<file path="config.mk">
export PLATFORM = sky130hd
export DESIGN_NAME = regf_hotjoin
export DESIGN_NICKNAME = d
export VERILOG_FILES = /design/src/i3c_regf_pkg.sv /design/src/regf_hotjoin.sv
export SDC_FILE = /design/constraint.sdc
export NUM_CORES = 1
export LEC_CHECK = 0
export ABC_AREA = 1
export BUFFER_PORTS_ARGS = -buffer_cell sky130_fd_sc_hd__buf_4
export CAP_MARGIN = 30
export CORE_MARGIN = 4
export CORE_UTILIZATION = 11
export DETAILED_ROUTE_END_ITERATION = 8
export GPL_ROUTABILITY_DRIVEN = 1
export GPL_TIMING_DRIVEN = 0
export PLACE_DENSITY = 0.78
export SLEW_MARGIN = 5
export SYNTH_ARGS = -nofsm -noshare
export SYNTH_HDL_FRONTEND = slang
export SYNTH_SLANG_ARGS = --single-unit
</file>
<file path="constraint.sdc">
create_clock -name i_regf_clk -period 0.8 [get_ports i_regf_clk]
set_clock_uncertainty 0.15 [all_clocks]
set_input_delay 0.04 -clock i_regf_clk [delete_from_list [all_inputs] [get_ports i_regf_clk]]
set_output_delay 0.04 -clock i_regf_clk [all_outputs]
set_load 0.02 [all_outputs]
</file>
<file path="src/i3c_regf_pkg.sv">
/*
 * Register file sizes, byte address map and reset default table
 * Bank write request and decoded command structs
 * Descriptor word 0 union with regular and immediate views
 */
`default_nettype none

package i3c_regf_pkg;

  ////////////////////
  // Sizes
  localparam int REGF_WIDTH     = 8;                          // Data byte
  localparam int REGF_ADDR_W    = 9;                          // 512 bytes
  localparam int REGF_NUM_BANKS = 8;                          // Low address bits pick the bank
  localparam int REGF_ROWS      = 64;                         // Upper address bits pick the row
  localparam int REGF_BANK_W    = $clog2(REGF_NUM_BANKS);
  localparam int REGF_ROW_W     = $clog2(REGF_ROWS);
  localparam int REGF_DESC_W    = REGF_NUM_BANKS * REGF_WIDTH; // One descriptor row, 64 bits

  ////////////////////
  // Address map
  localparam logic [REGF_ADDR_W-1:0] ADDR_TARGET      = 9'd0;   // Target address, bit 0 is RnW
  localparam logic [REGF_ADDR_W-1:0] ADDR_NUM_FRAMES  = 9'd1;
  localparam logic [REGF_ADDR_W-1:0] ADDR_BDCST_WR    = 9'd46;  // 7'h7E + W
  localparam logic [REGF_ADDR_W-1:0] ADDR_BDCST_RD    = 9'd47;  // 7'h7E + R
  localparam logic [REGF_ADDR_W-1:0] ADDR_ARBITRATION = 9'd48;
  localparam logic [REGF_ADDR_W-1:0] ADDR_ENEC_BYTE   = 9'd402; // ENINT, ENCR, ENHJ
  localparam logic [REGF_ADDR_W-1:0] ADDR_DISEC_BYTE  = 9'd404; // DISINT, DISCR, DISHJ
  localparam logic [REGF_ADDR_W-1:0] ADDR_HJ_CFG      = 9'd405;
  localparam logic [REGF_ADDR_W-1:0] ADDR_CRCAP1      = 9'd409;
  localparam logic [REGF_ROW_W-1:0]  ROW_DUMMY_CFG    = 6'd56;  // Fixed dummy descriptor row
  localparam int ADDR_DUMMY_CFG = ROW_DUMMY_CFG * REGF_NUM_BANKS; // Byte 448

  localparam int HJ_DEF_BIT = 3; // ENHJ / DISHJ position in the event bytes

  // Reset value of any byte address
  function automatic logic [REGF_WIDTH-1:0] regf_default(input int unsigned addr);
    logic [REGF_WIDTH-1:0] val;
    case (addr)
      ADDR_TARGET        : val = 8'hA8;
      ADDR_NUM_FRAMES    : val = 8'h02;
      ADDR_BDCST_WR      : val = 8'hFC;
      ADDR_BDCST_RD      : val = 8'hFD;
      ADDR_ARBITRATION   : val = 8'h53;
      ADDR_ENEC_BYTE     : val = 8'h0B; // Hot-join enabled by default
      ADDR_DISEC_BYTE    : val = 8'h00;
      ADDR_HJ_CFG        : val = 8'h07;
      ADDR_CRCAP1        : val = 8'h01; // Hot-join supported
      ADDR_DUMMY_CFG     : val = 8'h81; // Immediate, attr bit 0 set
      ADDR_DUMMY_CFG + 1 : val = 8'h8F;
      ADDR_DUMMY_CFG + 2 : val = 8'h00;
      ADDR_DUMMY_CFG + 3 : val = 8'h18;
      default            : val = '0;
    endcase
    return val;
  endfunction

  ////////////////////
  // Types
  typedef struct packed {
    logic                  vld;  // Write this bank on the edge
    logic [REGF_ROW_W-1:0] row;
    logic [REGF_WIDTH-1:0] data;
  } regf_wr_t;

  // Descriptor word 0, regular transfer
  typedef struct packed {
    logic       toc;
    logic       wroc;
    logic       rnw;
    logic [2:0] mode;
    logic       dbp;      // Defining byte present
    logic       sre;      // Short read
    logic [2:0] rsvd;
    logic [4:0] dev_index;
    logic       cp;
    logic [7:0] cmd;
    logic [3:0] tid;
    logic [2:0] cmd_attr;
  } regular_t;

  // Descriptor word 0, immediate transfer
  typedef struct packed {
    logic       toc;
    logic       wroc;
    logic       rnw;
    logic [2:0] mode;
    logic [2:0] dtt;      // Data byte count of the immediate
    logic [1:0] rsvd;
    logic [4:0] dev_index;
    logic       cp;
    logic [7:0] cmd;
    logic [3:0] tid;
    logic [2:0] cmd_attr;
  } immediate_t;

  typedef union packed {
    regular_t   regular;
    immediate_t immediate;
  } regf_dword0_u;

  typedef struct packed {
    logic [15:0] data_len;
    logic [2:0]  cmd_attr;
    logic [3:0]  tid;
    logic [7:0]  ccc_cmd;
    logic [4:0]  dev_index;
    logic [2:0]  dtt;
    logic [2:0]  mode;
    logic        rnw;
    logic        wroc;
    logic        toc;
    logic        cp;
    logic        dbp;
    logic        sre;
  } regf_cmd_t;

endpackage

`default_nettype wire

</file>
<file path="src/regf_hotjoin.sv">
/*
 * Hot-join configuration and capability shadow registers
 * Drives the ENHJ defining bit and the hot-join status outputs
 */
`timescale 1ns/10ps
`default_nettype none

module regf_hotjoin #(
  parameter int NUM_BANKS = i3c_regf_pkg::REGF_NUM_BANKS
) (
  input  wire logic                   i_regf_clk,
  input  wire logic                   i_regf_rst_n,
  input  wire i3c_regf_pkg::regf_wr_t i_bank_wr [NUM_BANKS], // Decoded writes, snooped
  output logic                        o_enhj,                // DISHJ is the inverse
  output logic [2:0]                  o_regf_hj_cfg,
  output logic                        o_regf_hj_support
);

  // Bank and row of the two snooped bytes
  localparam int HJ_BANK  = i3c_regf_pkg::ADDR_HJ_CFG % NUM_BANKS;
  localparam int HJ_ROW   = i3c_regf_pkg::ADDR_HJ_CFG / NUM_BANKS;
  localparam int CAP_BANK = i3c_regf_pkg::ADDR_CRCAP1 % NUM_BANKS;
  localparam int CAP_ROW  = i3c_regf_pkg::ADDR_CRCAP1 / NUM_BANKS;

  localparam logic [7:0] HJ_CFG_RST = i3c_regf_pkg::regf_default(i3c_regf_pkg::ADDR_HJ_CFG);
  localparam logic [7:0] CRCAP1_RST = i3c_regf_pkg::regf_default(i3c_regf_pkg::ADDR_CRCAP1);

  logic       hj_cfg_wr;  // Write hits HJ_CFG
  logic       cap_wr;     // Write hits CRCAP1
  logic [2:0] hj_cfg_q;
  logic       hj_cap_q;   // CRCAP1 bit 0, hot-join supported

  assign hj_cfg_wr = i_bank_wr[HJ_BANK].vld && (i_bank_wr[HJ_BANK].row == HJ_ROW);
  assign cap_wr    = i_bank_wr[CAP_BANK].vld && (i_bank_wr[CAP_BANK].row == CAP_ROW);

  always_ff @(posedge i_regf_clk or negedge i_regf_rst_n)
  begin
    if (!i_regf_rst_n)
    begin
      hj_cfg_q <= HJ_CFG_RST[2:0];
      hj_cap_q <= CRCAP1_RST[0];
    end
    else
    begin
      if (hj_cfg_wr) hj_cfg_q <= i_bank_wr[HJ_BANK].data[2:0];
      if (cap_wr)    hj_cap_q <= i_bank_wr[CAP_BANK].data[0];
    end
  end

  assign o_enhj            = hj_cap_q & hj_cfg_q[1]; // Supported and enabled
  assign o_regf_hj_cfg     = hj_cfg_q;
  assign o_regf_hj_support = hj_cap_q;

endmodule

`default_nettype wire

</file>
# Word level (Yosys, flattened, before mapping)
# Index checks and enable logic that the tools add are counted.
word_totals:
  register_bits: 4
classes:
  n_eq_ne: 2
  n_bitwise: 1
  n_reduce_logical: 2
op_table:
  columns: ["op", "n"]
  rows:
  - ["$eq 6x6->1 const B", 2]
  - ["$logic_and 1x1->1", 2]
  - ["$and 1x1->1", 1]

# Depth between registers and ports, before layout
# Gate-level depths: netlist (run 1).
depth:
  ltp_word: 2
  mapped_depth: 6

# Least setup slack after synthesis (run 1)
# OpenSTA, ideal clock, no wires.
synth_path:
  kind: "flip-flop to output port"
  from: "register hj_cap_q, in the netlist o_regf_hj_support"
  to: "output port o_enhj"
  arrival_time_ns: 0.781
  required_time_ns: 0.610
  slack_ns: -0.171
  path_stages_with_launch: 3
  path_buffers: 0
  cell_sequence: "dfstp_2 > nand2_1 > inv_1"
synth_between:
  elab_chain_cells: 1
synth_lines:
  columns: ["element", "line_no", "rtl"]
  rows:
  - ["start: declaration", "regf_hotjoin.sv:31", "logic hj_cap_q;"]
  - ["start signal: assignment", "regf_hotjoin.sv:41", "hj_cap_q <= CRCAP1_RST[0];"]
  - ["start signal: assignment", "regf_hotjoin.sv:46", "if (cap_wr) hj_cap_q <= i_bank_wr[CAP_BANK].data[0];"]
  - ["$and 1x1->1", "regf_hotjoin.sv:50", "assign o_enhj = hj_cap_q & hj_cfg_q[1];"]
  - ["end: declaration", "regf_hotjoin.sv:14", "output logic o_enhj,"]
# Every way passes these cells.

# Final worst setup path (run 1)
# Same ends and word-level chain as after synthesis.

==> impl_metrics.json, run 1 <==
{
  "hold_start": "i_bank_wr[31]",
  "combPwrFrac_pct": 32.7,
  "htree_levels": 1,
  "synth.distinct_cells": 7,
  "violations": "negative hold slack, negative setup slack",
  "hold_viol": 4,
  "synth_area_per_cell_sq_um": 7.11,
  "rr_startpoint": "o_regf_hj_cfg[1]$_DFFE_PN1P_",
  "cts_tree": "yes",
  "worst_setup_path_start_kind": "flop",
  "cts_hold_buf": 1,
  "regArea_sq_um": 105,
  "slew_viol_final": 0,
  "endpoint": "o_enhj",
  "wl_um": 695,
  "hpwl_um": 622,
  "die-height_um": 55.6,
  "core-area_sq_mm": 0.00206,
  "vias": 309,
  "rsz0062_at_grt": "true",
  "cts_buffer_depth": 2,
  "drt_pass1_iterations": 4,
  "status": "complete, but fails checks",
  "holdWs_ps": -117,
  "syn_area_sq_um": 249,
  "drc": 0,
  "reg2reg_depth": 3,
  "ant_nets": 0,
  "relSlewSlack_pct": 89.6,
  "multi_input_area_sq_um": 129,
  "grt_max_degree": 5,
  "setup_ws_ps": -367,
  "final_core_util_pct": 25.8,
  "dpl-instance-area_sq_um": 463,
  "layout_min_cycle_time_ps": 1170,
  "overflow": 0,
  "max_cap_violations": 0,
  "fin_nets": 189,
  "die_w_um": 55.6,
  "yosys_warnings": 0,
  "grt_pass1_vias": 317,
  "core.rowCount": 16,
  "clk_latency_ps": 230,
  "endpoint_kind": "output port",
  "tightest_slew_ps": 156,
  "yosys.area_share.simple_pct": 48.7,
  "postSynthCellCount": 35,
  "drive_gt1_share_pct": 64.6,
  "ios": 127,
  "synth_seq_cells": 4,
  "cp-startpoint": "o_regf_hj_support$_DFFE_PN1P_",
  "hold_class": "input pin to flop",
  "synthMuxAreaShare_pct": 0,
  "vias_per_cell": 3.36,
  "initial_core_util_pct": 12.1,
  "syn_nets": 157,
  "diodes": 0,
  "required_ps": 610,
  "cts_root_buffer": "clkbuf_4",
  "crit_fanout": 3,
  "p_clk_share_pct": 31.3,
  "area_delta_synth_final_pct": 114,
  "ir_drop_mv": 0.694,
  "synth_compound_area_share_pct": 0,
  "p_sw_mw": 0.197,
  "ys_seq_area_share_pct": 42.2,
  "synth.largest_area_cell": "dfstp_2",
  "gp_congestion": 0.642,
  "yosysTopAreaCellShare_pct": 42.2,
  "r2r_end": "o_regf_hj_cfg[1]$_DFFE_PN1P_",
  "cellLeakagePower_nw": 0.283,
  "yosys-top-cells-area": "dfstp_2, nand2_1, inv_1",
  "synthAdderAreaFrac_pct": 0,
  "drt_first_iter_violations": 3,
  "track_usage_pct": 5.75,
  "max_freq_mhz": 857,
  "power_density_mw_per_mm2": 1430,
  "io_buffers": 24,
  "routedWlPerCell_um": 7.55,
  "antenna_found_initial": 0,
  "nFillCells": 225,
  "synth_top_family_by_area": "simple AND/OR/NAND/NOR gates",
  "fp.dieArea_sq_mm": 0.00309,
  "clock_sinks": 4,
  "p_total_mw": 0.761,
  "clk_pin_slew_ps": 30,
  "r2r_slack_ps": -140,
  "post-place-ws_ps": -153,
  "synth_xor_area_share_pct": 0,
  "path_class": "flop to output port",
  "min_period_over_period_pct": 146,
  "pwr-share-seq_pct": 36.0,
  "grt_pass1_wl_um": 1290,
  "p_sw_share_pct": 25.9,
  "setup_violations": 9,
  "design_area_sq_um": 533,
  "worstPathArrival_ps": 980,
  "cts_buffers": 3,
  "internal_power_mw": 0.564
}
-- kinds of logic after synthesis --
logic type,Yosys count
flops,4
simple gates,25
buf+inv,6
-- area by class of cell --
| cell class | instances | area share [%] |
|---|---|---|
| repair buffers | 27 | 41.3 |
| clock buffers | 3 | 4.23 |
| flip-flops and latches | 4 | 19.7 |
| inverters | 6 | 4.23 |
| well taps | 27 | 6.34 |
| multi-input cells | 25 | 24.2 |
-- state kept, by name, summed over array words and instances (netlist names) --
register and count:
o_regf_hj_support 1, o_regf_hj_cfg 3
-- worst min path at each step --
stage / end / cells after the start
global route: o_regf_hj_cfg[2]$_DFFE_PN1P_ / 3
detailed placement: o_regf_hj_cfg[0]$_DFFE_PN1P_ / 1
floorplan: o_regf_hj_cfg[0]$_DFFE_PN1P_ / 0
global placement: o_regf_hj_cfg[0]$_DFFE_PN1P_ / 1
finish: o_regf_hj_cfg[1]$_DFFE_PN1P_ / 3
CTS: o_regf_hj_cfg[0]$_DFFE_PN1P_ / 3
-- cell usage in the layout, fill, tap and decap left out --
cell            n
clkbuf_4        3
nand2_2         6
inv_1           5
buf_6           4
dfstp_2         4
dlygate4sd3_1   1
nand2_1        11
nor2_1          2
nor2_4          2
buf_4          22
inv_2           1
nand3_1         4
-- power groups by stage --
stage / combinational (mW) / sequential (mW) / clock [mW]
after CTS: 0.241 / 0.275 / 0.249
after floorplan: 0.0480 / 0.302 / 0
final: 0.249 / 0.274 / 0.238
after global placement: 0.207 / 0.270 / 0
after global routing: 0.274 / 0.279 / 0.276
after detailed placement: 0.210 / 0.271 / 0
-- metrics by stage --
step	TNS (ps)	instances
after floorplan	-490	35
after global placement	-402	86
after detailed placement	-459	86
after CTS	-1840	91
after global routing	-2230	92
final	-1850	92
-- routing by layer --
metal / wire length (um) / vias to the layer above / global-route usage, %
li1: - / 164 / -
met1: 221 / 124 / 4.73
met2: 363 / 19 / 8.78
met3: 91 / 2 / 3.71
met4: 19 / 0 / 6.25
met5: 0 / - / 0
-- timing repair --
action	in CTS	in global routing
pin swaps	0	1
endpoints found under the setup margin	9	9
hold endpoints to repair	8	4
gates resized for setup	6	2
buffers inserted	1	2
-- Yosys cell counts --
library cell and count:
nand2_1 14, inv_1 6, dfstp_2 4, nand3_1 4, nand2_2 3, nor2_1 2
nor2_4 2
-- worst max-delay path: stages, from the launching register on --
cell	delay (ps)
dfstp_2	540
nand2_2	60
inv_2	50
buf_6	100
(Power assumes the default switching activity.)
==> inputs of run 2 (changes only) <==
BUFFER_PORTS_ARGS = -buffer_cell sky130_fd_sc_hd__buf_2   (was -buffer_cell sky130_fd_sc_hd__buf_4)
CELL_PAD_IN_SITES_DETAIL_PLACEMENT = 1   (was not set)
CELL_PAD_IN_SITES_GLOBAL_PLACEMENT = 1   (was not set)
CORE_UTILIZATION = 10   (was 11)
PLACE_DENSITY = 0.95   (was 0.78)
==> run 2 against run 1 <==
  * Worst setup slack worse by 19 ps
  * Critical endpoint unchanged
  * Routed wire length up 36%
  * Sequential cell count unchanged
  * Sequential share of layout area up 0.33 points
  * The flow still finishes with violations (negative hold slack, negative setup slack)
  * First-iteration DRC count down 100%
  * Hold slack better by 30 ps
  * Sequential power about the same
  * Critical path depth unchanged
  * Clock power up 6%
  * Global-route usage up 1.1 points
==> impl_metrics.json, run 2 (synthesized netlist as in run 1, its figures left out) <==
{
  "worstPathArrival_ps": 1000,
  "die_w_um": 57.9,
  "wl_met2_um": 559,
  "holdWs_ps": -87.4,
  "largest_reg_flops": 3,
  "wl_um": 948,
  "cts_root_buffer": "clkbuf_4",
  "fin_nets": 193,
  "most-common-layout-cells": "buf_2, nand2_1, nand2_2",
  "routedWlPerCell_um": 9.77,
  "setup_ws_ps": -386,
  "grt_pass1_vias": 388,
  "min_period_over_period_pct": 148,
  "nFillCells": 304,
  "max_freq_mhz": 843,
  "routed.top_layer": "met4",
  "io_buffers": 24,
  "critPathTopFamily": "flip-flops",
  "post-place-ws_ps": -171,
  "rsz0062_at_grt": "true",
  "setup_violations": 9,
  "endpoint_kind": "output port",
  "regArea_sq_um": 105,
  "met3_length_um": 75,
  "vias_per_cell": 3.69,
  "slew_viol_final": 0,
  "cts_hold_buf": 5,
  "diodes": 0,
  "drt_first_iter_violations": 0,
  "ios": 127,
  "clock_sinks": 4,
  "hpwl_um": 729,
  "die-height_um": 57.9,
  "antenna_found_initial": 0,
  "track_usage_pct": 6.90,
  "ir_drop_mv": 0.640,
  "hold_viol": 4,
  "relSlewSlack_pct": 87.7,
  "max_cap_violations": 0,
  "core.rowCount": 17,
  "clk_pin_slew_ps": 40,
  "final_common_cell": "buf_2",
  "r2r_slack_ps": -150,
  "clk_latency_ps": 240,
  "cts_buffer_depth": 2,
  "grt_pass1_wl_um": 1690,
  "layout_min_cycle_time_ps": 1190,
  "status": "complete, but fails checks",
  "cts_buffers": 3,
  "core-area_sq_mm": 0.00230,
  "fp.dieArea_sq_mm": 0.00335,
  "overflow": 0,
  "cp_num_buf_inv": 2,
  "crit_fanout": 3,
  "cp_slowest_cell": "dfstp_2",
  "p_total_mw": 0.767,
  "drt-met1-wl_um": 276,
  "vias": 358,
  "tightest_slew_ps": 183,
  "drc": 0,
  "required_ps": 610,
  "cpPeakStageDelay_ps": 550,
  "multi_input_area_sq_um": 129,
  "path_cells": "nand2_2, inv_2, buf_6",
  "gp_congestion": 0.657,
  "violations": "negative hold slack, negative setup slack",
  "hold_class": "input pin to flop",
  "tns_ps": -1950,
  "cts_tree": "yes",
  "cellLeakagePower_nw": 0.283,
  "drive_gt1_share_pct": 60.9,
  "path_class": "flop to output port",
  "grt_max_degree": 5,
  "htree_levels": 1,
  "ant_nets": 0,
  "area_delta_synth_final_pct": 111,
  "power_density_mw_per_mm2": 1460,
  "worst_setup_path_start_kind": "flop",
  "initial_core_util_pct": 10.8,
  "drt_pass1_iterations": 1
}
==> run 2: worst paths after layout <==
check | from | endpoint | depth (start not counted)
max | o_regf_hj_support$_DFFE_PN1P_ | o_enhj | 3
min | i_bank_wr[40] | o_regf_hj_cfg[1]$_DFFE_PN1P_ | 4
min in group asynchronous | i_regf_rst_n | o_regf_hj_cfg[2]$_DFFE_PN1P_ | 2
max reg2reg | o_regf_hj_support$_DFFE_PN1P_ | o_regf_hj_support$_DFFE_PN1P_ | 3
max in group asynchronous | i_regf_rst_n | o_regf_hj_support$_DFFE_PN1P_ | 2
min reg2reg | o_regf_hj_cfg[2]$_DFFE_PN1P_ | o_regf_hj_cfg[2]$_DFFE_PN1P_ | 2
==> run 2: per-layer routing <==
layer | vias up | global-route usage, %
met5 | - | 0
met4 | 0 | 5.96
met3 | 5 | 2.00
met2 | 19 | 13.4
met1 | 162 | 5.44
li1 | 172 | -
==> run 2: what timing repair did <==
action	4_1_cts	5_1_grt
endpoints found under the hold margin	8	4
gates resized for setup	8	3
endpoints found under the setup margin	9	9
setup buffers	0	2
==> run 2: per-stage QoR <==
step,area (sq um),std cells,hold slack (ps),utilization [%]
floorplan,249,35,-258,-
global placement,404,87,-119,17.6
detailed placement,404,87,-118,17.6
CTS,500,95,-90.9,21.8
global route,524,97,-61.8,22.8
finish,524,97,-87.4,22.8
==> run 2: power by group <==
group          switching [mW]  total [mW]  internal [mW]
combinational           0.111       0.241          0.130
sequential             0.0242       0.274          0.250
clock                  0.0841       0.252          0.168
==> run 2: final cells by class <==
| type | count | area share [%] |
|---|---|---|
| clock buffers | 3 | 4.30 |
| inverters | 6 | 4.30 |
| well taps | 28 | 6.68 |
| flip-flops and latches | 4 | 20.0 |
| repair buffers | 31 | 40.1 |
| multi-input cells | 25 | 24.6 |
==> run 2: worst min-delay path, cell delays in order <==
cell and delay [ps]:
buf_2 100, nor2_4 50, nand3_1 60, nand2_1 50
