==> src/i3c_regf_pkg.sv <==
/*
 * Register file sizes, byte address map and reset default table
 * Bank write request and decoded command structs
 * Descriptor word 0 union with regular and immediate views
 */
`default_nettype none

package i3c_regf_pkg;

  ////////////////////
  // Sizes
  localparam int REGF_WIDTH     = 8;                          // Data byte
  localparam int REGF_ADDR_W    = 9;                          // 512 bytes
  localparam int REGF_NUM_BANKS = 8;                          // Low address bits pick the bank
  localparam int REGF_ROWS      = 64;                         // Upper address bits pick the row
  localparam int REGF_BANK_W    = $clog2(REGF_NUM_BANKS);
  localparam int REGF_ROW_W     = $clog2(REGF_ROWS);
  localparam int REGF_DESC_W    = REGF_NUM_BANKS * REGF_WIDTH; // One descriptor row, 64 bits

  ////////////////////
  // Address map
  localparam logic [REGF_ADDR_W-1:0] ADDR_TARGET      = 9'd0;   // Target address, bit 0 is RnW
  localparam logic [REGF_ADDR_W-1:0] ADDR_NUM_FRAMES  = 9'd1;
  localparam logic [REGF_ADDR_W-1:0] ADDR_BDCST_WR    = 9'd46;  // 7'h7E + W
  localparam logic [REGF_ADDR_W-1:0] ADDR_BDCST_RD    = 9'd47;  // 7'h7E + R
  localparam logic [REGF_ADDR_W-1:0] ADDR_ARBITRATION = 9'd48;
  localparam logic [REGF_ADDR_W-1:0] ADDR_ENEC_BYTE   = 9'd402; // ENINT, ENCR, ENHJ
  localparam logic [REGF_ADDR_W-1:0] ADDR_DISEC_BYTE  = 9'd404; // DISINT, DISCR, DISHJ
  localparam logic [REGF_ADDR_W-1:0] ADDR_HJ_CFG      = 9'd405;
  localparam logic [REGF_ADDR_W-1:0] ADDR_CRCAP1      = 9'd409;
  localparam logic [REGF_ROW_W-1:0]  ROW_DUMMY_CFG    = 6'd56;  // Fixed dummy descriptor row
  localparam int ADDR_DUMMY_CFG = ROW_DUMMY_CFG * REGF_NUM_BANKS; // Byte 448

  localparam int HJ_DEF_BIT = 3; // ENHJ / DISHJ position in the event bytes

  // Reset value of any byte address
  function automatic logic [REGF_WIDTH-1:0] regf_default(input int unsigned addr);
    logic [REGF_WIDTH-1:0] val;
    case (addr)
      ADDR_TARGET        : val = 8'hA8;
      ADDR_NUM_FRAMES    : val = 8'h02;
      ADDR_BDCST_WR      : val = 8'hFC;
      ADDR_BDCST_RD      : val = 8'hFD;
      ADDR_ARBITRATION   : val = 8'h53;
      ADDR_ENEC_BYTE     : val = 8'h0B; // Hot-join enabled by default
      ADDR_DISEC_BYTE    : val = 8'h00;
      ADDR_HJ_CFG        : val = 8'h07;
      ADDR_CRCAP1        : val = 8'h01; // Hot-join supported
      ADDR_DUMMY_CFG     : val = 8'h81; // Immediate, attr bit 0 set
      ADDR_DUMMY_CFG + 1 : val = 8'h8F;
      ADDR_DUMMY_CFG + 2 : val = 8'h00;
      ADDR_DUMMY_CFG + 3 : val = 8'h18;
      default            : val = '0;
    endcase
    return val;
  endfunction

  ////////////////////
  // Types
  typedef struct packed {
    logic                  vld;  // Write this bank on the edge
    logic [REGF_ROW_W-1:0] row;
    logic [REGF_WIDTH-1:0] data;
  } regf_wr_t;

  // Descriptor word 0, regular transfer
  typedef struct packed {
    logic       toc;
    logic       wroc;
    logic       rnw;
    logic [2:0] mode;
    logic       dbp;      // Defining byte present
    logic       sre;      // Short read
    logic [2:0] rsvd;
    logic [4:0] dev_index;
    logic       cp;
    logic [7:0] cmd;
    logic [3:0] tid;
    logic [2:0] cmd_attr;
  } regular_t;

  // Descriptor word 0, immediate transfer
  typedef struct packed {
    logic       toc;
    logic       wroc;
    logic       rnw;
    logic [2:0] mode;
    logic [2:0] dtt;      // Data byte count of the immediate
    logic [1:0] rsvd;
    logic [4:0] dev_index;
    logic       cp;
    logic [7:0] cmd;
    logic [3:0] tid;
    logic [2:0] cmd_attr;
  } immediate_t;

  typedef union packed {
    regular_t   regular;
    immediate_t immediate;
  } regf_dword0_u;

  typedef struct packed {
    logic [15:0] data_len;
    logic [2:0]  cmd_attr;
    logic [3:0]  tid;
    logic [7:0]  ccc_cmd;
    logic [4:0]  dev_index;
    logic [2:0]  dtt;
    logic [2:0]  mode;
    logic        rnw;
    logic        wroc;
    logic        toc;
    logic        cp;
    logic        dbp;
    logic        sre;
  } regf_cmd_t;

endpackage

`default_nettype wire

==> src/regf_write_ctrl.sv <==
/*
 * Strobe decode of the controller requests
 * Turns a lone write enable into a write to one bank, qualifies reads
 */
`timescale 1ns/10ps
`default_nettype none

module regf_write_ctrl #(
  parameter int NUM_BANKS = i3c_regf_pkg::REGF_NUM_BANKS
) (
  input  wire logic                                  i_regf_clk,
  input  wire logic                                  i_regf_rst_n,
  input  wire logic                                  i_regf_rd_en,   // Read strobe
  input  wire logic                                  i_regf_wr_en,   // Write strobe
  input  wire logic [i3c_regf_pkg::REGF_ADDR_W-1:0]  i_regf_addr,
  input  wire logic [i3c_regf_pkg::REGF_WIDTH-1:0]   i_regf_wr_data,
  output logic                                       o_rd_req,       // Read accepted this edge
  output i3c_regf_pkg::regf_wr_t                     o_bank_wr [NUM_BANKS]
);

  localparam int BANK_W = i3c_regf_pkg::REGF_BANK_W;
  localparam int ADDR_W = i3c_regf_pkg::REGF_ADDR_W;

  logic                 wr_req;             // Write alone on the strobes
  logic [BANK_W-1:0]    wr_bank;            // Low address bits
  logic [ADDR_W-BANK_W-1:0] wr_row;         // Upper address bits
  logic [NUM_BANKS-1:0] wr_hit;             // One-hot bank select

  // Both strobes high drops the request
  assign wr_req   = i_regf_wr_en & ~i_regf_rd_en;
  assign o_rd_req = i_regf_rd_en & ~i_regf_wr_en;

  assign wr_bank = i_regf_addr[BANK_W-1:0];
  assign wr_row  = i_regf_addr[ADDR_W-1:BANK_W];

  always_comb
  begin
    for (int b = 0; b < NUM_BANKS; b++)
    begin
      wr_hit[b]         = wr_req && (wr_bank == b);
      o_bank_wr[b].vld  = wr_hit[b];
      o_bank_wr[b].row  = wr_row;          // Row and data shared by all banks
      o_bank_wr[b].data = i_regf_wr_data;
    end
  end

  ////////////////////
  // Checks
  a_one_bank: assert property (@(posedge i_regf_clk) disable iff (!i_regf_rst_n)
    $onehot0(wr_hit))
    else $error("write decoded to more than one bank");

  a_strobe_excl: assert property (@(posedge i_regf_clk) disable iff (!i_regf_rst_n)
    !(i_regf_rd_en && i_regf_wr_en))
    else $warning("rd_en and wr_en both high, request dropped");

endmodule

`default_nettype wire

==> config.mk <==
export PLATFORM = sky130hd
export DESIGN_NAME = regf_write_ctrl
export DESIGN_NICKNAME = d
export VERILOG_FILES = /design/src/i3c_regf_pkg.sv /design/src/regf_write_ctrl.sv
export SDC_FILE = /design/constraint.sdc
export NUM_CORES = 1
export LEC_CHECK = 0
export BUFFER_PORTS_ARGS = -buffer_cell sky130_fd_sc_hd__buf_2
export CAP_MARGIN = 0
export CELL_PAD_IN_SITES_DETAIL_PLACEMENT = 1
export CELL_PAD_IN_SITES_GLOBAL_PLACEMENT = 1
export CORE_ASPECT_RATIO = 1.25
export CORE_MARGIN = 5
export CORE_UTILIZATION = 17
export DETAILED_ROUTE_END_ITERATION = 8
export GPL_TIMING_DRIVEN = 0
export PLACE_DENSITY = 0.87
export SETUP_SLACK_MARGIN = 0.3
export SLEW_MARGIN = 20
export SYNTH_ARGS = -nofsm -noshare
export SYNTH_HDL_FRONTEND = slang
export SYNTH_SLANG_ARGS = --single-unit
==> constraint.sdc <==
create_clock -name vclk -period 0.8
set_input_delay 0.04 -clock vclk [all_inputs]
set_output_delay 0.04 -clock vclk [all_outputs]
set_load 0.1 [all_outputs]
; Word level (Yosys, flattened, before mapping)
; Cells that the tools add are included.
[totals]
register_bits = 0
in_bits = 21
output_inout_bits = 121
wordCells = 20
[op_classes]
eq_ne = 7
bitwise_logic = 4
reduce_logical = 9
[op_table]
columns = cell, count
row1 = "3-bit equality test, second input constant", 4
row2 = 1-bit logical AND, 8
row3 = "3-bit by 2-bit equality test with 1-bit output, second input constant", 2
row4 = "3-bit by 1-bit equality test with 1-bit output, second input constant", 1
row5 = 3-bit zero test, 1
row6 = 1-bit AND, 2
row7 = 1-bit NOT, 2

; Depth between registers and ports, before layout
; Gate-level depths: netlist of the first run.
[depth]
depth_word = 3
depth_mapped = 2
depth_no_buf = 2

; Worst setup path after synthesis of the first run
; OpenSTA, ideal clock, no wires.
[synth_timing]
path_type = input port to output port
from = input i_regf_rd_en
to = output o_bank_wr[59] (netlist bit)
t_arrival_ps = 2278
required_ps = 760
slack_ps = -1518
path_stages = 2
n_path_buf = 0
cell_sequence = nand3b_1 -> nor3_1
[synth_lines]
columns = element, line
row1 = start: declaration, regf_write_ctrl.sv:13  ; input wire logic i_regf_rd_en,
row2 = end: declaration, regf_write_ctrl.sv:18  ; output i3c_regf_pkg::regf_wr_t o_bank_wr [NUM_BANKS]

==> results of run 1 <==
## cell type report
type	instances	share of cell area [%]
Tap cell	64	3.717
Buffer	112	39.02
Timing Repair Buffer	127	49.88
Multi-Input combinational cell	14	7.375
## cell usage in the layout (no fill, tap or decap)
cell type / Yosys / final
buf_12: 0 / 8
buf_2: 0 / 2
buf_4: 112 / 224
buf_6: 0 / 3
buf_8: 0 / 2
nand2_1: 1 / 1
nand2b_2: 0 / 1
nand2b_4: 0 / 1
nand3b_1: 1 / 1
nor2_4: 0 / 6
nor2b_4: 0 / 1
nor3_4: 0 / 2
or3b_4: 1 / 1
## metal layers
metal	track usage, %	vias to the layer above
li1	-	525
met1	8.263	465
met2	20.57	93
met3	3.947	2
met4	0.5831	0
met5	0	-
## logic make-up after synthesis
family | Yosys count | share of synthesized area (%)
buffers and inverters | 112 | 91.43
and+or+nand+nor | 14 | 8.571
## metrics by stage
stage	std cells	instance area (µm²)	hold slack (ns)	total power (µW)
global placement	316	1700	0.4649	3039
finish	317	2155	0.3652	3311
detailed placement	316	1700	0.4657	3061
CTS	317	2151	0.3533	3310
floorplan	126	989.7	0.1807	2754
global route	317	2155	0.3757	3385
## power by group through the flow
| stage | Combinational, µW | Sequential, µW | Clock [µW] |
|---|---|---|---|
| after floorplan | 2750 | 0 | 0 |
| after global placement | 3040 | 0 | 0 |
| after detailed placement | 3060 | 0 | 0 |
| after CTS | 3310 | 0 | 0 |
| after global routing | 3380 | 0 | 0 |
| final | 3310 | 0 | 0 |
## worst max path at each step
stage,slack (ns),start,cells after the start,to
after detailed placement,-0.44,i_regf_rd_en,4,o_bank_wr[59]
after CTS,-0.21,i_regf_rd_en,4,o_bank_wr[119]
after global routing,-0.25,i_regf_rd_en,4,o_bank_wr[119]
after global placement,-0.42,i_regf_rd_en,4,o_bank_wr[59]
after floorplan,-0.49,i_regf_rd_en,2,o_bank_wr[119]
final,-0.22,i_regf_rd_en,4,o_bank_wr[119]
## tightest hold or removal path: cells and delay by family
family,cells,cell delay (ns)
buf+inv,2,0.24
simple gates,1,0.04
## timing repair
action	in CTS	in global routing
hold buffers	0	0
cloned	0	0
gates resized for setup	155	1
setup buffers	1	0
setup endpoints to repair	121	9
pin swaps	0	1
==> metrics.txt, run 1 <==
Leakage=0.001226 µW; Routed Antenna Nets=0; Sw Pwr=2522 µW; crit path buf inv count=2; die area=0.006990 mm²; Flop pwr share=0%; failing checks=negative setup slack; worst slew pin tran=0.2883 ns; RD Place Congestion=0.6738; relative slew slack=80.94%; period utilization=127.5%; WS Path Type=input port to output pin; max incr delay on CP=0.46 ns; Yosys top cell area share=91.43%; switching share of power=76.19%; Nets=276; initial antenna violation count=0; setup ws final=-0.2196 ns; grt total ovfl=0; clock power share=0%; # DRC=0; multi-input logic area=158.9 µm²; synthesized area per cell=7.299 µm²; Syn Nets=147; final setup violation count=8; Arr. time, crit path=0.98 ns; CP Cell Sequence=buf_8, or3b_4, nor3_4, buf_12; die span in x=75.79 µm; number of library cell types mapped by synthesis=9; met2 wire len=2184 µm; number of global-route vias before repair=1144; total iterations of the first detailed-routing run=4; Crit path max-delay family=simple AND/OR/NAND/NOR gates; Comb power frac=100.0%; critical path fanouts, max=4; Mapped Area=919.6 µm²; clk_buf instances=0; Seq cells=0; Port Buffer Count=126; Worst Path Required=0.76 ns; RSZ-0062 raised after global routing=true; detailed-route via count=1085; Hold Startpoint=i_regf_wr_en; most frequent cell after synthesis=buf_4; Worst VDD drop=0.5229 mV; DP Wirelength=2999 µm; fin. max-slew vios=0; slowest stage cell on the critical path=or3b_4; max cap viols=0; internal power=788.3 µW; dpl ws=-0.4428 ns; met3 WL=689 µm; crit start category=input port; I/O pin cnt=142; Area contributors post-synth=buf_4 (91%), nor2_1 (2.4%), nand2b_1 (1.4%); M1 WL=1015 µm; sequential cell area fraction in the yosys report=0%; core area=0.005330 mm²; Pwr Density=1537 mW/mm²; warnings from Yosys=0; Synth area leader=buf_4; Rows=30; hold crit path type=input port to output pin; Via density=3.423; area delta synth->final=134.3%; cells after synthesis=126; Post-synth top cells=buf_4 (112), nor2_1 (6), nand2b_1 (2); DR iter-0 viols=4; FF/Latch Area=0 µm²; routed wire length=3913 µm; Finished Core Util=40.42%; TNS Setup=-0.8347 ns; initial core utilization=17.25%; Die Height=92.23 µm; Peak Freq=980.7 MHz; worst hold path depth=3; largest net degree at the start of global routing=9; status=finished with violations; Setup crit end kind=output pin; n_diodes=0; layout cell share with drive strength beyond 1=99.21%; Max Used Layer=met4; Min Clock Period, post-route=1.020 ns; WL per Instance=12.34 µm; first-pass GRT wire length=5575 µm; final hold vios=0; hold endpoint=o_rd_req; total track usage=9.781%; Fill cells=640
(Power assumes the default switching activity.)
==> run 2, diff against run 1 <==
Settings changed: RECOVER_POWER set to 50.
==> run 2 against run 1 <==
  * The run still ends with negative setup slack left
  * Maximum frequency decreased by 0.35%
  * Combinational power decreased by 3%
  * Core utilization decreased by 2.6 points
  * Critical path type unchanged
  * Critical endpoint unchanged
  * Largest cell class unchanged
==> metrics.txt, run 2 (same netlist as run 1, synthesis figures left out) <==
grt total ovfl=0 (unchanged); Via density=3.426 (about the same); Seq cells=0 (unchanged); Worst VDD drop=0.5162 mV (-1.3%); die span in x=75.79 µm (unchanged); Min Clock Period, post-route=1.023 ns (+0.003623 ns); final setup violation count=8 (unchanged); initial antenna violation count=0 (unchanged); TNS Setup=-0.8363 ns (-0.001639 ns); RSZ-0062 raised after global routing=true; first-pass GRT wire length=5575 µm (unchanged); # DRC=0 (unchanged); Port Buffer Count=126 (unchanged); WL per Instance=12.31 µm (-0.26%); Rows=30 (unchanged); worst slew pin tran=0.5595 ns (+0.2711 ns); I/O pin cnt=142 (unchanged); area delta synth->final=119.0%; status=finished with violations; clk_buf instances=0 (unchanged); crit start category=input port; Hold Buf Count CTS=0 (unchanged); critical path fanouts, max=4 (unchanged); core area=0.005330 mm² (unchanged); total iterations of the first detailed-routing run=4 (unchanged); Leakage=0.001190 µW (-3.0%); Worst Path Required=0.76 ns (about the same); Fin Hold WS=0.3680 ns (+0.002740 ns); Post-Place Cells=316 (unchanged); Pwr Density=1596 mW/mm² (+3.9%); final hold vios=0 (unchanged); WS Path Type=input port to output pin; total track usage=9.781% (unchanged); fin. max-slew vios=0 (unchanged); overall power=3215 µW (-2.9%); commonest cells after routing, fill and taps aside=buf_4 (168), clkbuf_2 (56), buf_12 (8); Peak Freq=977.3 MHz (-0.35%); RD Place Congestion=0.6738 (unchanged); largest net degree at the start of global routing=9 (unchanged); Setup crit end kind=output pin; initial core utilization=17.25% (unchanged); detailed-route via count=1086 (+0.092%); failing checks=negative setup slack; FF/Latch Area=0 µm² (unchanged); Nets=276 (unchanged); layout cell share with drive strength beyond 1=99.21% (unchanged); setup ws final=-0.2233 ns (-0.003623 ns); DR iter-0 viols=3 (-1); period utilization=127.9% (+0.45 points); max cap viols=0 (unchanged); relative slew slack=62.86% (-18 points); n_diodes=0 (unchanged); Routed Antenna Nets=0 (unchanged); DP Wirelength=2999 µm (unchanged); Finished Layout Cells=317 (unchanged); Die Height=92.23 µm (unchanged); routed wire length=3903 µm (-0.26%); number of global-route vias before repair=1144 (unchanged); Arr. time, crit path=0.98 ns (about the same); commonest non-fill, non-tap cell in the layout=buf_4; hold crit path type=input port to output pin; die area=0.006990 mm² (unchanged)
run 2: timing repair:
item | 4_1_cts | 5_1_grt
endpoints found under the hold margin | 0 | 0
setup buffers | 1 | 0
pin swaps | 0 | 1
setup endpoints to repair | 121 | 9
gates resized for setup | 155 | 1
run 2: cell type report:
| type | instances | area (µm²) |
|---|---|---|
| fillers | 663 | 3316 |
| well taps | 64 | 80.08 |
| plain buffers | 112 | 840.8 |
| repair buffers | 127 | 934.6 |
| multi-input cells | 14 | 158.9 |
run 2: power by group:
part	internal (µW)	total, µW	switching, µW
Sequential	0	0	0
Combinational	695	3210	2520
Clock	0	0	0
Total	695	3210	2520
run 2: metal layers:
| layer | track usage, % | wire, µm | vias to the layer above |
|---|---|---|---|
| met5 | 0 | 0 | - |
| met4 | 0.5831 | 23 | 0 |
| met3 | 3.947 | 697 | 2 |
| met2 | 20.57 | 2160 | 93 |
| met1 | 8.263 | 1021 | 467 |
| li1 | - | - | 524 |
run 2: worst max-delay path, cell delays in order:
cell and delay, ns:
buf_8 0.10, or3b_4 0.46, nor3_4 0.18, buf_12 0.20
run 2: metrics by stage:
stage               utilization (%)  instance area (µm²)  setup slack (ns)
finish                        37.79                 2014           -0.2233
global route                  37.79                 2014           -0.2527
CTS                           40.35                 2151           -0.2109
detailed placement            31.90                 1700           -0.4428
global placement              31.90                 1700           -0.4240
floorplan                         -                989.7           -0.4879
run 2: final timing paths:
check                         from             end  slack, ns  cells past startpoint
worst min-delay path  i_regf_wr_en        o_rd_req       0.37                      3
worst max-delay path  i_regf_rd_en  o_bank_wr[119]      -0.22                      4
==> run 3, diff against run 2 <==
Settings changed: CELL_PAD_IN_SITES_DETAIL_PLACEMENT 1 to 0.
==> run 3 against run 2 <==
  * The run still ends with negative setup slack left
  * Die area did not move
  * Wire length fell by 15%
  * Sequential share of layout area did not move
  * Critical path depth did not move
  * Via count fell by 1.9%
  * Count of clock-buffer cells in the layout did not move
  * Hold slack got worse by 0.0094 ns
  * Worst setup slack improved by 0.027 ns
  * First-iteration DRC count did not move
  * Sequential cell count did not move
  * Combinational power barely moved
==> metrics.txt, run 3 (same netlist as run 1, synthesis figures left out) <==
I/O pin cnt=142 (unchanged); detailed-route via count=1065 (-1.9%); Setup crit end kind=output pin; max incr delay on CP=0.45 ns (about the same); post-route cell area=0.002038 mm² (+1.2%); Most Crowded Layer GR=met2; # DRC=0 (unchanged); status=finished with violations; Arr. time, crit path=0.96 ns (-0.02 ns); final hold vios=0 (unchanged); WL per Instance=10.31 µm (-16%); initial core utilization=17.25% (unchanged); Seq cells=0 (unchanged); Nets=279 (+1.1%); crit path buf inv count=2 (unchanged); period utilization=124.5% (-3.4 points); Via density=3.328 (-2.9%); failing checks=negative setup slack; Routed Antenna Nets=0 (unchanged); area delta synth->final=121.6%; critical path fanouts, max=4 (unchanged); crit start category=input port; WS Path Type=input port to output pin; clk_buf instances=0 (unchanged); Hold Startpoint=i_regf_wr_en; DP Area=0.001700 mm² (unchanged); Leakage=0.001201 µW (+0.93%); routed wire length=3299 µm (-15%); core area=0.005330 mm² (unchanged); Fill cells=543 (-18%); Rows=30 (unchanged); DP Wirelength=2453 µm (-18%); relative slew slack=63.27% (+0.41 points); Fin Hold WS=0.3586 ns (-0.009412 ns); layout cell share with drive strength beyond 1=98.83% (-0.38 points); Pwr Density=1574 mW/mm² (-1.4%); GR Layer Usage met3=2.851% (-1.1 points); Crit path max-delay family=simple AND/OR/NAND/NOR gates; n_diodes=0 (unchanged); commonest cells after routing, fill and taps aside=buf_4 (169), clkbuf_2 (56), buf_12 (9); Worst Path Required=0.76 ns (about the same); number of global-route vias before repair=1007 (-12%); dpl ws=-0.4467 ns (-0.003934 ns); CP Cell Sequence=buf_6, or3b_4, nor3_4, buf_12; setup ws final=-0.1961 ns (+0.02718 ns); fin. max-slew vios=0 (unchanged); total iterations of the first detailed-routing run=2 (-2); hold crit path type=input port to output pin; final setup violation count=8 (unchanged); slowest stage cell on the critical path=or3b_4; worst hold path depth=3 (unchanged); max cap viols=0 (unchanged); overall power=3208 µW (-0.21%); commonest non-fill, non-tap cell in the layout=buf_4; die area=0.006990 mm² (unchanged); first-pass GRT wire length=4574 µm (-18%); met1 Track Usage GR=6.636% (-1.6 points); total track usage=7.739% (-2.0 points); largest net degree at the start of global routing=9 (unchanged); global-route met2 utilization=16.57% (-4.0 points); hold endpoint=o_rd_req; RSZ-0062 raised after global routing=true; Die Height=92.23 µm (unchanged); Port Buffer Count=126 (unchanged); FF/Latch Area=0 µm² (unchanged); Critical path origin=i_regf_rd_en; RD Place Congestion=0.6738 (unchanged); Peak Freq=1004 MHz (+2.7%); grt total ovfl=0 (unchanged); initial antenna violation count=0 (unchanged); DR iter-0 viols=3 (unchanged); Min Clock Period, post-route=0.9961 ns (-0.02718 ns); worst slew pin tran=0.5533 ns (-0.006118 ns); die span in x=75.79 µm (unchanged); Worst VDD drop=0.4685 mV (-9.2%)
## run 3: cell count changes in the layout (fill, tap and decap cells not counted), sizes merged
cell	before	now
buf	183	186
## run 3: worst min-delay path: stages
cell,delay (ns)
buf_6,0.08
nor2b_4,0.04
buf_12,0.15
## run 3: metrics by stage
stage               util, %  setup TNS, ns  std cells
floorplan                 -         -2.197        126
global placement      31.90         -3.037        316
detailed placement    31.90         -3.113        316
CTS                   40.19        -0.6634        317
global route          38.24         -1.058        320
finish                38.24        -0.8672        320
## run 3: how the worst max path moves through the flow
stage	end	slack [ns]	cells past startpoint
final	o_bank_wr[119]	-0.20	4
after global routing	o_bank_wr[119]	-0.21	4
after CTS	o_bank_wr[119]	-0.20	4
after detailed placement	o_bank_wr[59]	-0.45	4
after global placement	o_bank_wr[59]	-0.42	4
after floorplan	o_bank_wr[119]	-0.49	2
## run 3: cell type report
class	count	area, µm²	share of cell area, %
buffer	112	840.8	41.25
timing repair buffer	130	965.9	47.39
tap	64	80.08	3.929
multi-input combinational	14	151.4	7.428
## run 3: repair_timing
| action | CTS | global route |
|---|---|---|
| gates resized for setup | 153 | 3 |
| setup endpoints to repair | 121 | 8 |
| buffers inserted | 1 | 3 |
| hold buffers | 0 | 0 |
| gates cloned | 0 | 0 |
| pin swaps | 0 | 3 |
## run 3: routing by layer
| layer | up-vias | part of all wire [%] |
|---|---|---|
| li1 | 532 | - |
| met2 | 91 | 53 |
| met5 | - | 0 |
| met4 | 0 | 0 |
| met3 | 0 | 19 |
| met1 | 442 | 27 |
## run 3: power breakdown
group,internal [µW],switching (µW)
Clock,0,0
Combinational,701,2510
Sequential,0,0
